$ cat config.mk
export PLATFORM = sky130hd
export DESIGN_NAME = repeater_subsystem
export DESIGN_NICKNAME = d
export VERILOG_FILES = /design/src/hdl/repeater_pkg.sv /design/src/hdl/repeater_subsystem.sv /design/src/hdl/sync_repeater.sv /design/src/hdl/sync_pulse_timer.sv /design/src/hdl/latching_skid_buffer.sv
export VERILOG_INCLUDE_DIRS = /design/src /design/src/hdl
export SDC_FILE = /design/constraint.sdc
export NUM_CORES = 1
export LEC_CHECK = 0
export ABC_AREA = 1
export ABC_CLOCK_PERIOD_IN_PS = 2500
export BUFFER_PORTS_ARGS = -buffer_cell sky130_fd_sc_hd__buf_2
export CAP_MARGIN = 20
export CORE_MARGIN = 2
export CORE_UTILIZATION = 40
export CTS_BUF_LIST = sky130_fd_sc_hd__clkbuf_8 sky130_fd_sc_hd__clkbuf_16
export DETAILED_ROUTE_END_ITERATION = 12
export GPL_TIMING_DRIVEN = 0
export SLEW_MARGIN = 20
export SYNTH_ARGS = -nofsm -noshare
export SYNTH_HDL_FRONTEND = slang
export SYNTH_SLANG_ARGS = --single-unit
$ cat constraint.sdc
create_clock -name clock -period 2.5 [get_ports clock]
set_clock_uncertainty 0.2 [all_clocks]
set_input_delay 0 -clock clock [delete_from_list [all_inputs] [get_ports clock]]
set_output_delay 0 -clock clock [all_outputs]
set_load 0.02 [all_outputs]
$ cat src/hdl/repeater_params.svh
/*
  Sample repeater parameters
  Field widths of the repeated word and the limits of the sync period
  setting shared by the timer, the skid buffer and the repeater
*/

`ifndef REPEATER_PARAMS_SVH
`define REPEATER_PARAMS_SVH

// Width of the payload carried by each word
`define REPEATER_DATA_WIDTH 32

// Destination and user side fields travel with the payload
`define REPEATER_DEST_WIDTH 8
`define REPEATER_USER_WIDTH 8

// Width of the programmable sync period, counted in clock cycles
`define SYNC_PERIOD_WIDTH 16

// Shortest period the timer will run at
// Smaller settings are clamped up to this value
`define SYNC_PERIOD_MIN 2

`endif
$ cat src/hdl/repeater_pkg.sv
/*
  Sample repeater package
  Vector types for the word fields and the sync period, and the state
  encoding of the latching skid buffer
*/

`default_nettype none

`include "repeater_params.svh"

package repeater_pkg;

    // Payload and side fields of one word
    typedef logic [`REPEATER_DATA_WIDTH-1:0] data_word_t;
    typedef logic [`REPEATER_DEST_WIDTH-1:0] dest_word_t;
    typedef logic [`REPEATER_USER_WIDTH-1:0] user_word_t;

    // Sync period setting and the timer down-counter share this type
    typedef logic [`SYNC_PERIOD_WIDTH-1:0] sync_period_t;

    // Occupancy of the skid buffer
    // Holding means only the output register is valid, full means the
    // skid register is in use as well
    typedef enum logic [1:0] {
        buffer_empty,
        buffer_holding,
        buffer_full
    } buffer_state_t;

endpackage

`default_nettype wire

$ cat src/hdl/repeater_subsystem.sv
/*
  Sample repeater subsystem
  Top level of the repeater. Input words are registered in the latching
  skid buffer and the repeater sends the buffer head downstream on each
  tick of the programmable sync timer
*/

`default_nettype none

`include "repeater_params.svh"

module repeater_subsystem
    import repeater_pkg::*;
#(
    parameter bit hold_valid = 1'b1
) (
    input  wire          clock,
    input  wire          reset,
    input  wire data_word_t in_data,
    input  wire dest_word_t in_dest,
    input  wire user_word_t in_user,
    input  wire          in_last,
    input  wire          in_valid,
    output wire          in_ready,
    output wire data_word_t out_data,
    output wire dest_word_t out_dest,
    output wire user_word_t out_user,
    output wire          out_last,
    output wire          out_valid,
    input  wire          out_ready,
    input  wire          sync_enable,
    input  wire sync_period_t sync_period,
    output wire          sync_tick
);

    // Buffer head as seen by the repeater
    wire data_word_t head_data;
    wire dest_word_t head_dest;
    wire user_word_t head_user;
    wire head_last;
    wire head_valid;
    wire head_ready;

    latching_skid_buffer buffer (
        .clock(clock),
        .reset(reset),
        .in_data(in_data),
        .in_dest(in_dest),
        .in_user(in_user),
        .in_last(in_last),
        .in_valid(in_valid),
        .in_ready(in_ready),
        .head_data(head_data),
        .head_dest(head_dest),
        .head_user(head_user),
        .head_last(head_last),
        .head_valid(head_valid),
        .head_ready(head_ready)
    );

    // The tick is also brought out so downstream logic can align to the loop
    sync_pulse_timer timer (
        .clock(clock),
        .reset(reset),
        .enable(sync_enable),
        .period(sync_period),
        .tick(sync_tick)
    );

    sync_repeater #(
        .hold_valid(hold_valid)
    ) repeater (
        .clock(clock),
        .reset(reset),
        .sync(sync_tick),
        .head_data(head_data),
        .head_dest(head_dest),
        .head_user(head_user),
        .head_last(head_last),
        .head_valid(head_valid),
        .head_ready(head_ready),
        .out_data(out_data),
        .out_dest(out_dest),
        .out_user(out_user),
        .out_last(out_last),
        .out_valid(out_valid),
        .out_ready(out_ready)
    );

endmodule

`default_nettype wire

$ cat src/hdl/sync_repeater.sv
/*
  Sync repeater
  Waits for the first word from the skid buffer, then on every sync tick
  copies the buffer head to the outputs and sends it as a one-cycle
  strobe. The output carries no handshake of its own
*/

`default_nettype none

`include "repeater_params.svh"

module sync_repeater
    import repeater_pkg::*;
#(
    // When set, every strobe is marked valid, otherwise it follows head_valid
    parameter bit hold_valid = 1'b1
) (
    input  wire        clock,
    input  wire        reset,
    input  wire        sync,
    input  wire data_word_t head_data,
    input  wire dest_word_t head_dest,
    input  wire user_word_t head_user,
    input  wire        head_last,
    input  wire        head_valid,
    output logic       head_ready,
    output data_word_t out_data,
    output dest_word_t out_dest,
    output user_word_t out_user,
    output logic       out_last,
    output logic       out_valid,
    input  wire        out_ready
);

    // Set once the buffer has shown a word, stays set until reset
    logic primed;

    // Downstream ready only paces the buffer
    assign head_ready = out_ready;

    always_ff @(posedge clock) begin
        if (!reset) begin
            primed <= 1'b0;
        end else if (head_valid) begin
            primed <= 1'b1;
        end
    end

    // out_valid defaults low so that each tick yields a single-cycle strobe
    always_ff @(posedge clock) begin
        if (!reset) begin
            out_data <= '0;
            out_dest <= '0;
            out_user <= '0;
            out_last <= 1'b0;
            out_valid <= 1'b0;
        end else begin
            out_valid <= 1'b0;
            if (sync && primed) begin
                // Sample the head, which may be the latched word already consumed
                out_data <= head_data;
                out_dest <= head_dest;
                out_user <= head_user;
                out_last <= head_last;
                if (hold_valid) begin
                    out_valid <= 1'b1;
                end else begin
                    out_valid <= head_valid;
                end
            end
        end
    end

endmodule

`default_nettype wire

$ cat src/hdl/sync_pulse_timer.sv
/*
  Sync pulse timer
  Down-counter that produces a registered one-cycle tick every period
  cycles while enabled. Periods below the minimum are clamped up
*/

`default_nettype none

`include "repeater_params.svh"

module sync_pulse_timer
    import repeater_pkg::*;
(
    input  wire          clock,
    input  wire          reset,
    input  wire          enable,
    input  wire sync_period_t period,
    output logic         tick
);

    sync_period_t count;
    sync_period_t reload_value;

    // Effective period, never shorter than the minimum
    assign reload_value = (period < sync_period_t'(`SYNC_PERIOD_MIN))
        ? sync_period_t'(`SYNC_PERIOD_MIN) : period;

    // A count of zero means idle, the counter expires when it reaches one
    always_ff @(posedge clock) begin
        if (!reset) begin
            count <= '0;
            tick <= 1'b0;
        end else if (!enable) begin
            count <= '0;
            tick <= 1'b0;
        end else begin
            tick <= 1'b0;
            if (count == '0) begin
                // Just enabled, start the first period
                count <= reload_value;
            end else if (count == sync_period_t'(1)) begin
                // Period done, pulse and pick up the current setting
                tick <= 1'b1;
                count <= reload_value;
            end else begin
                count <= count - sync_period_t'(1);
            end
        end
    end

endmodule

`default_nettype wire

$ cat src/hdl/latching_skid_buffer.sv
/*
  Latching skid buffer
  Two-entry registered buffer between the producer and the repeater.
  in_ready comes straight from a flop, and the output payload registers
  keep the last word after it has been consumed, so the repeater can
  keep sending it
*/

`default_nettype none

`include "repeater_params.svh"

module latching_skid_buffer
    import repeater_pkg::*;
(
    input  wire        clock,
    input  wire        reset,
    input  wire data_word_t in_data,
    input  wire dest_word_t in_dest,
    input  wire user_word_t in_user,
    input  wire        in_last,
    input  wire        in_valid,
    output logic       in_ready,
    output data_word_t head_data,
    output dest_word_t head_dest,
    output user_word_t head_user,
    output logic       head_last,
    output logic       head_valid,
    input  wire        head_ready
);

    buffer_state_t state;
    buffer_state_t next_state;

    // Second entry, only used while the head is stalled
    data_word_t skid_data;
    dest_word_t skid_dest;
    user_word_t skid_user;
    logic       skid_last;

    logic in_transfer;
    logic head_transfer;
    logic load_head;
    logic load_skid;
    logic head_from_skid;

    assign in_transfer = in_valid & in_ready;
    assign head_transfer = head_valid & head_ready;

    // Head is valid whenever the output register holds an unconsumed word
    assign head_valid = (state != buffer_empty);

    always_comb begin
        next_state = state;
        load_head = 1'b0;
        load_skid = 1'b0;
        head_from_skid = 1'b0;
        case (state)
            buffer_empty: begin
                if (in_transfer) begin
                    next_state = buffer_holding;
                    load_head = 1'b1;
                end
            end
            buffer_holding: begin
                // A word arriving while the head leaves goes straight to the head
                if (in_transfer && head_transfer) begin
                    load_head = 1'b1;
                end else if (in_transfer) begin
                    next_state = buffer_full;
                    load_skid = 1'b1;
                end else if (head_transfer) begin
                    next_state = buffer_empty;
                end
            end
            buffer_full: begin
                // in_ready is low here, so only the head can move
                if (head_transfer) begin
                    next_state = buffer_holding;
                    head_from_skid = 1'b1;
                end
            end
            default: begin
                next_state = buffer_empty;
            end
        endcase
    end

    always_ff @(posedge clock) begin
        if (!reset) begin
            state <= buffer_empty;
            in_ready <= 1'b1;
        end else begin
            state <= next_state;
            // Registered ready, low only while both entries are taken
            in_ready <= (next_state != buffer_full);
        end
    end

    // Head registers change only on a load, which gives the latching behaviour
    always_ff @(posedge clock) begin
        if (load_head) begin
            head_data <= in_data;
            head_dest <= in_dest;
            head_user <= in_user;
            head_last <= in_last;
        end else if (head_from_skid) begin
            head_data <= skid_data;
            head_dest <= skid_dest;
            head_user <= skid_user;
            head_last <= skid_last;
        end
        if (load_skid) begin
            skid_data <= in_data;
            skid_dest <= in_dest;
            skid_user <= in_user;
            skid_last <= in_last;
        end
    end

endmodule

`default_nettype wire

==> results.json, run 1 <==
{
  "htreeDepth": 4,
  "fin_crit_sh_pct": 95.05,
  "fp.dieW_um": 131.9,
  "wl_met3_um": 783,
  "die_area_sq_mm": 0.01739,
  "drt-total-wl_um": 14430,
  "cts_made_buffers": 17,
  "grt_max_degree": 50,
  "n_antenna_cell": 0,
  "worstPathRequired_ns": 2.61,
  "slew_headroom_pct": 51.53,
  "vias_per_cell": 4.611,
  "numClockSinks": 169,
  "syn_area_sq_mm": 0.006541,
  "path_buf_inv": 6,
  "top_layer_used": "met4",
  "m1WireLength_um": 6336,
  "max_slew.worst_pin.slew_ns": 0.7265,
  "vias": 4782,
  "drv_cap": 0,
  "areaGrowthSynthToFinish_pct": 34.76,
  "firstDrtPassIters": 5,
  "yosysWarnings": 0,
  "ant_nets": 0,
  "p_leak_nw": 3.649,
  "antenna_found_initial": 0,
  "yosysTopAreaCellShare_pct": 44.99,
  "grt-ovfl-total": 0,
  "ios": 122,
  "postSynthCellCount": 588,
  "core_area_sq_mm": 0.01594,
  "drive_gt1_share_pct": 27.77,
  "layout_commonest_cell": "nor2_1",
  "rows": 46,
  "place_congestion": 0.8438,
  "cts_buffer_depth": 2,
  "worst-setup-path-type": "in -> reg",
  "holdWs_ns": 0.09365,
  "die_h_um": 131.9,
  "ir_drop_v": 0.0006440,
  "fillers": 1398,
  "crit_chain": "dlygate4sd3_1 > buf_2 > inv_1 > nand4_1 > nor2_2 > nand2_1 > nand2_1 > dlygate4sd3_1 > nand2_1 > inv_1 > nor2_1 > dlygate4sd3_1",
  "yosysSeqAreaShare_pct": 66.72,
  "avgRoutedWirePerCell_um": 13.92,
  "grt.total_usage_pct": 17.11,
  "critPathMaxFanout": 2,
  "layout_common_cells": "nor2_1 (151), buf_2 (123), edfxtp_1 (98), dlygate4sd3_1 (78), dfxtp_1 (71)",
  "synth_cell_types": 24,
  "postLayoutCoreUtil_pct": 55.29,
  "place.port_buffers": 121,
  "start_util_pct": 41.03,
  "first_global_vias": 4817,
  "synth_area_leaders": "edfxtp_1 (45%), dfxtp_1 (22%), nor2_1 (8.7%)",
  "status": "finished, final reports clean",
  "clkTransAtPathRegs_ns": 0.07,
  "fin_crit_ns": 2.376,
  "synth-seq-cells": 169,
  "synth_top_area_cell": "edfxtp_1",
  "hold_viol": 0,
  "fmax_mhz": 420.8,
  "tritoncts": "built",
  "met2_length_um": 7188,
  "critPathSlowestCell": "dlygate4sd3_1",
  "maxSlewViolCount": 0,
  "clk_latency_ns": 0.42,
  "avgSynthCellArea_sq_um": 11.12,
  "grt_pass1_wl_um": 23490,
  "end_kind": "flop",
  "synth_nets": 660,
  "cts_root_buf": "clkbuf_16",
  "cp.arrival_ns": 2.49,
  "max_stage_delay_ns": 0.55,
  "nets": 880,
  "dp_hpwl_um": 9493,
  "rsz0062_at_grt": "false",
  "cp-start-kind": "input port",
  "crit_family": "buffers and inverters",
  "min_path_type": "in -> reg",
  "drtIter0Drc": 263,
  "p_per_area_mw_per_mm2": 930.7,
  "setup_viol": 0,
  "drc": 0
}
synthesized netlist by cell type:
| master | n |
|---|---|
| nand2_1 | 71 |
| o211ai_1 | 1 |
| nand3_1 | 9 |
| edfxtp_1 | 98 |
| nand2_2 | 6 |
| buf_1 | 1 |
| a31oi_1 | 1 |
| nor2_4 | 1 |
| buf_6 | 5 |
| clkbuf_1 | 13 |
| dfxtp_1 | 71 |
| o21ai_0 | 53 |
| nand2_4 | 1 |
| inv_1 | 32 |
| nand4_1 | 2 |
| buf_2 | 3 |
| mux2_2 | 49 |
| a21oi_1 | 5 |
| ha_1 | 2 |
| xor2_1 | 6 |
| nor2_2 | 4 |
| nor2_1 | 152 |
| o21ai_1 | 1 |
| buf_8 | 1 |
worst register-to-register path: cells and delay by family, from the launching register on:
kind / cells / cell delay [ns]
AO/OA/AOI/OAI: 1 / 0.19
adder cells (fa/ha/maj): 1 / 0.23
buffers and inverters: 3 / 0.87
flip-flops: 1 / 0.33
AND/OR/NAND/NOR: 5 / 0.38
final cells by class:
cell class,instances,area (sq um),area share [%]
tap,216,270.3,3.066
multi-input combinational,364,1932,21.92
clock buffer,19,452.9,5.138
sequential,169,4364,49.51
timing repair buffer,201,1401,15.90
clock inverter,13,130.1,1.476
inverter,32,122.6,1.391
buffer,23,141.4,1.604
report_power, final:
| part | total [mW] | internal [mW] | leakage (nW) | switching [mW] |
|---|---|---|---|---|
| combinational | 2.28 | 0.935 | 1.88 | 1.35 |
| clock | 2.57 | 1.45 | 0.281 | 1.12 |
| sequential | 3.35 | 3.22 | 1.49 | 0.127 |
| total | 8.20 | 5.61 | 3.65 | 2.60 |
path summary, 6_finish.rpt:
| kind | from | end | slack (ns) | cells after the start |
|---|---|---|---|---|
| setup reg to reg | timer.count[0]$_SDFF_PN0_ | timer.count[12]$_SDFF_PN0_ | 0.18 | 10 |
| hold / removal | in_dest[3] | buffer.skid_dest[3]$_DFFE_PP_ | 0.09 | 2 |
| hold reg to reg | repeater.out_dest[4]$_SDFFE_PN0P_ | repeater.out_dest[4]$_SDFFE_PN0P_ | 0.28 | 2 |
| setup / recovery | sync_period[14] | timer.count[0]$_SDFF_PN0_ | 0.12 | 12 |
flip-flops by register name, indices dropped and copies added (netlist names), 2 cells and up:
signal,cells
buffer.skid_dest,8
timer.count,16
buffer.head_data,32
buffer.head_dest,8
buffer.skid_user,8
repeater.out_data,32
buffer.head_user,8
buffer.state,2
repeater.out_user,8
buffer.skid_data,32
repeater.out_dest,8
layer usage:
layer	vias to the layer above	track usage, %
li1	2403	-
met1	2235	20.86
met2	136	29.31
met3	8	4.421
met4	0	6.159
met5	-	0
through the flow:
step                      std cells  worst slack (ns)  TNS, ns  total power, mW  area (sq um)
after floorplan                 588            0.1411        0            4.954          6544
after global placement          925           -0.3930   -21.69            5.380          7420
after detailed placement        925            0.3227        0            5.429          7427
after CTS                      1035           0.05584        0            8.172          8791
after global routing           1037           0.03354        0            8.699          8815
final                          1037            0.1238        0            8.204          8815
kinds of logic (layout without fill, tap and decap cells):
| group | count (synthesis) | in the layout | share of synthesized area, % |
|---|---|---|---|
| simple gates | 246 | 246 | 14.98 |
| flops | 169 | 169 | 66.72 |
| compound gates | 61 | 61 | 4.724 |
| buf+inv | 55 | 288 | 3.959 |
| mux | 49 | 49 | 8.435 |
| xor+xnor | 6 | 6 | 0.8034 |
| fa+ha+maj | 2 | 2 | 0.3825 |
what timing repair did:
item	in CTS	in global routing
resized for setup	0	3
setup endpoints to repair	0	6
hold buffers	78	0
setup buffers	0	2
hold endpoints to repair	140	0
(Power assumes the default switching activity.)
==> run 2: changes to the inputs <==
- CELL_PAD_IN_SITES_DETAIL_PLACEMENT: default -> 1
- CELL_PAD_IN_SITES_GLOBAL_PLACEMENT: default -> 2
- CORE_UTILIZATION: 40 -> 32
- PLACE_DENSITY_LB_ADDON: default -> 0.1
==> run 2 against run 1 <==
Net effect:
- first-iteration DRC count is 42% lower
- critical endpoint unchanged
- critical path depth decreased by 1
- largest cell class unchanged
- die area rose by 24%
- non-clock buffer count down 5
- fmax up 2.0%
- critical path type is now reg -> reg
==> results.json, run 2 (synthesis gave the netlist of run 1 again) <==
{
  "drtIter0Drc": 153,
  "worst-setup-path-type": "reg -> reg",
  "worstPathRequired_ns": 2.61,
  "grt_max_degree": 50,
  "clkTransAtPathRegs_ns": 0.07,
  "critPathSlowestCell": "dlygate4sd3_1",
  "reg_top3": "buffer.head_data: 32 flops, buffer.skid_data: 32 flops, repeater.out_data: 32 flops",
  "cts_buffer_depth": 2,
  "place_congestion": 0.7519,
  "ir_drop_v": 0.0005757,
  "die_area_sq_mm": 0.02160,
  "place.port_buffers": 121,
  "ios": 122,
  "min_path_type": "in -> reg",
  "fin_crit_ns": 2.330,
  "startpoint": "timer.count[0]$_SDFF_PN0_",
  "grt.total_usage_pct": 15.58,
  "path_buf_inv": 4,
  "cts_root_buf": "clkbuf_16",
  "cts_resized": 0,
  "critPathMaxFanout": 10,
  "clk_latency_ns": 0.42,
  "holdWs_ns": 0.09244,
  "core_area_sq_mm": 0.02017,
  "hold_start": "in_data[19]",
  "fin_crit_sh_pct": 93.19,
  "drv_cap": 0,
  "max_slew.worst_pin.slew_ns": 0.7191,
  "p_leak_nw": 3.613,
  "dp_hpwl_um": 11000,
  "hold_viol": 0,
  "drc": 0,
  "rsz0062_at_grt": "false",
  "ant_nets": 0,
  "nets": 875,
  "htreeDepth": 4,
  "rows": 52,
  "layout_common_cells": "nor2_1 (152), buf_2 (124), edfxtp_1 (98), dlygate4sd3_1 (73), dfxtp_1 (71)",
  "start_util_pct": 32.43,
  "power_mw": 8.152,
  "maxSlewViolCount": 0,
  "crit_chain": "inv_1 > ha_1 > nand2_2 > nor2_4 > nand2_1 > nand2_4 > buf_8 > nand2_1 > inv_1 > nor2_1 > dlygate4sd3_1",
  "areaGrowthSynthToFinish_pct": 34.60,
  "layout.cells.non_filler": 1086,
  "p_per_area_mw_per_mm2": 925.9,
  "layout_commonest_cell": "nor2_1",
  "reg2reg_from": "timer.count[0]$_SDFF_PN0_",
  "crit_family": "buffers and inverters",
  "firstDrtPassIters": 4,
  "antenna_found_initial": 0,
  "drive_gt1_share_pct": 27.70,
  "numClockSinks": 169,
  "vias": 4818,
  "n_antenna_cell": 0,
  "max_stage_delay_ns": 0.54,
  "tritoncts": "built",
  "die_h_um": 147.0,
  "grt-ovfl-total": 0,
  "first_global_vias": 5157,
  "cts_made_buffers": 17,
  "grt_pass1_wl_um": 26210,
  "cp-start-kind": "flop",
  "end_kind": "flop",
  "avgRoutedWirePerCell_um": 14.80,
  "fmax_mhz": 429.2,
  "setup_viol": 0,
  "drt-total-wl_um": 16070,
  "dp_cells": 979,
  "fp.dieW_um": 147.0,
  "slew_headroom_pct": 52.02,
  "status": "finished, final reports clean",
  "postLayoutCoreUtil_pct": 43.65,
  "cp.arrival_ns": 2.44,
  "tns_ns": 0,
  "vias_per_cell": 4.436
}
==> run 2: final cells by class <==
| type | count | area (sq um) |
|---|---|---|
| plain buffers | 23 | 138.9 |
| inverters | 32 | 122.6 |
| multi-input cells | 364 | 1926 |
| flip-flops and latches | 169 | 4364 |
| clock buffers | 17 | 425.4 |
| clock inverters | 15 | 138.9 |
| repair buffers | 196 | 1351 |
| fillers | 2258 | 11360 |
| well taps | 270 | 337.8 |
==> run 2: report_power, final <==
| group | internal (mW) | total (mW) | switching (mW) |
|---|---|---|---|
| Sequential | 3.22 | 3.35 | 0.131 |
| Clock | 1.39 | 2.56 | 1.17 |
| Combinational | 0.867 | 2.24 | 1.37 |
==> run 2: routing by layer <==
layer | wire length [um] | global-route usage (%)
met5 | 0 | 0
met1 | 7322 | 19.59
met2 | 7772 | 26.31
met3 | 764 | 4.503
met4 | 211 | 4.375
==> run 2: worst register-to-register path, cell delays in order, from the launching register on <==
cell and delay, ns:
dfxtp_1 0.32, inv_1 0.12, ha_1 0.22, nand2_2 0.12
nor2_4 0.13, nand2_1 0.10, nand2_4 0.15, buf_8 0.17
nand2_1 0.06, inv_1 0.05, nor2_1 0.03, dlygate4sd3_1 0.54
==> run 2: what timing repair did <==
action / in CTS / in global routing
setup endpoints to repair: 0 / 1
hold buffers: 73 / 0
buffers inserted: 0 / 2
endpoints found under the hold margin: 130 / 0
==> run 2: path summary, 6_finish.rpt <==
| path | endpoint | slack (ns) | cells past startpoint |
|---|---|---|---|
| setup / recovery | timer.count[0]$_SDFF_PN0_ | 0.17 | 11 |
| hold / removal | buffer.skid_data[19]$_DFFE_PP_ | 0.09 | 2 |
| setup reg to reg | timer.count[0]$_SDFF_PN0_ | 0.17 | 11 |
| hold reg to reg | repeater.out_data[14]$_SDFFE_PN0P_ | 0.28 | 2 |
==> run 2: metrics by stage <==
stage / worst slack (ns) / area [sq um]
after global placement: -0.3585 / 7487
after floorplan: 0.1411 / 6544
after CTS: 0.03286 / 8790
after detailed placement: 0.2859 / 7495
after global routing: 0.03354 / 8805
final: 0.1702 / 8805
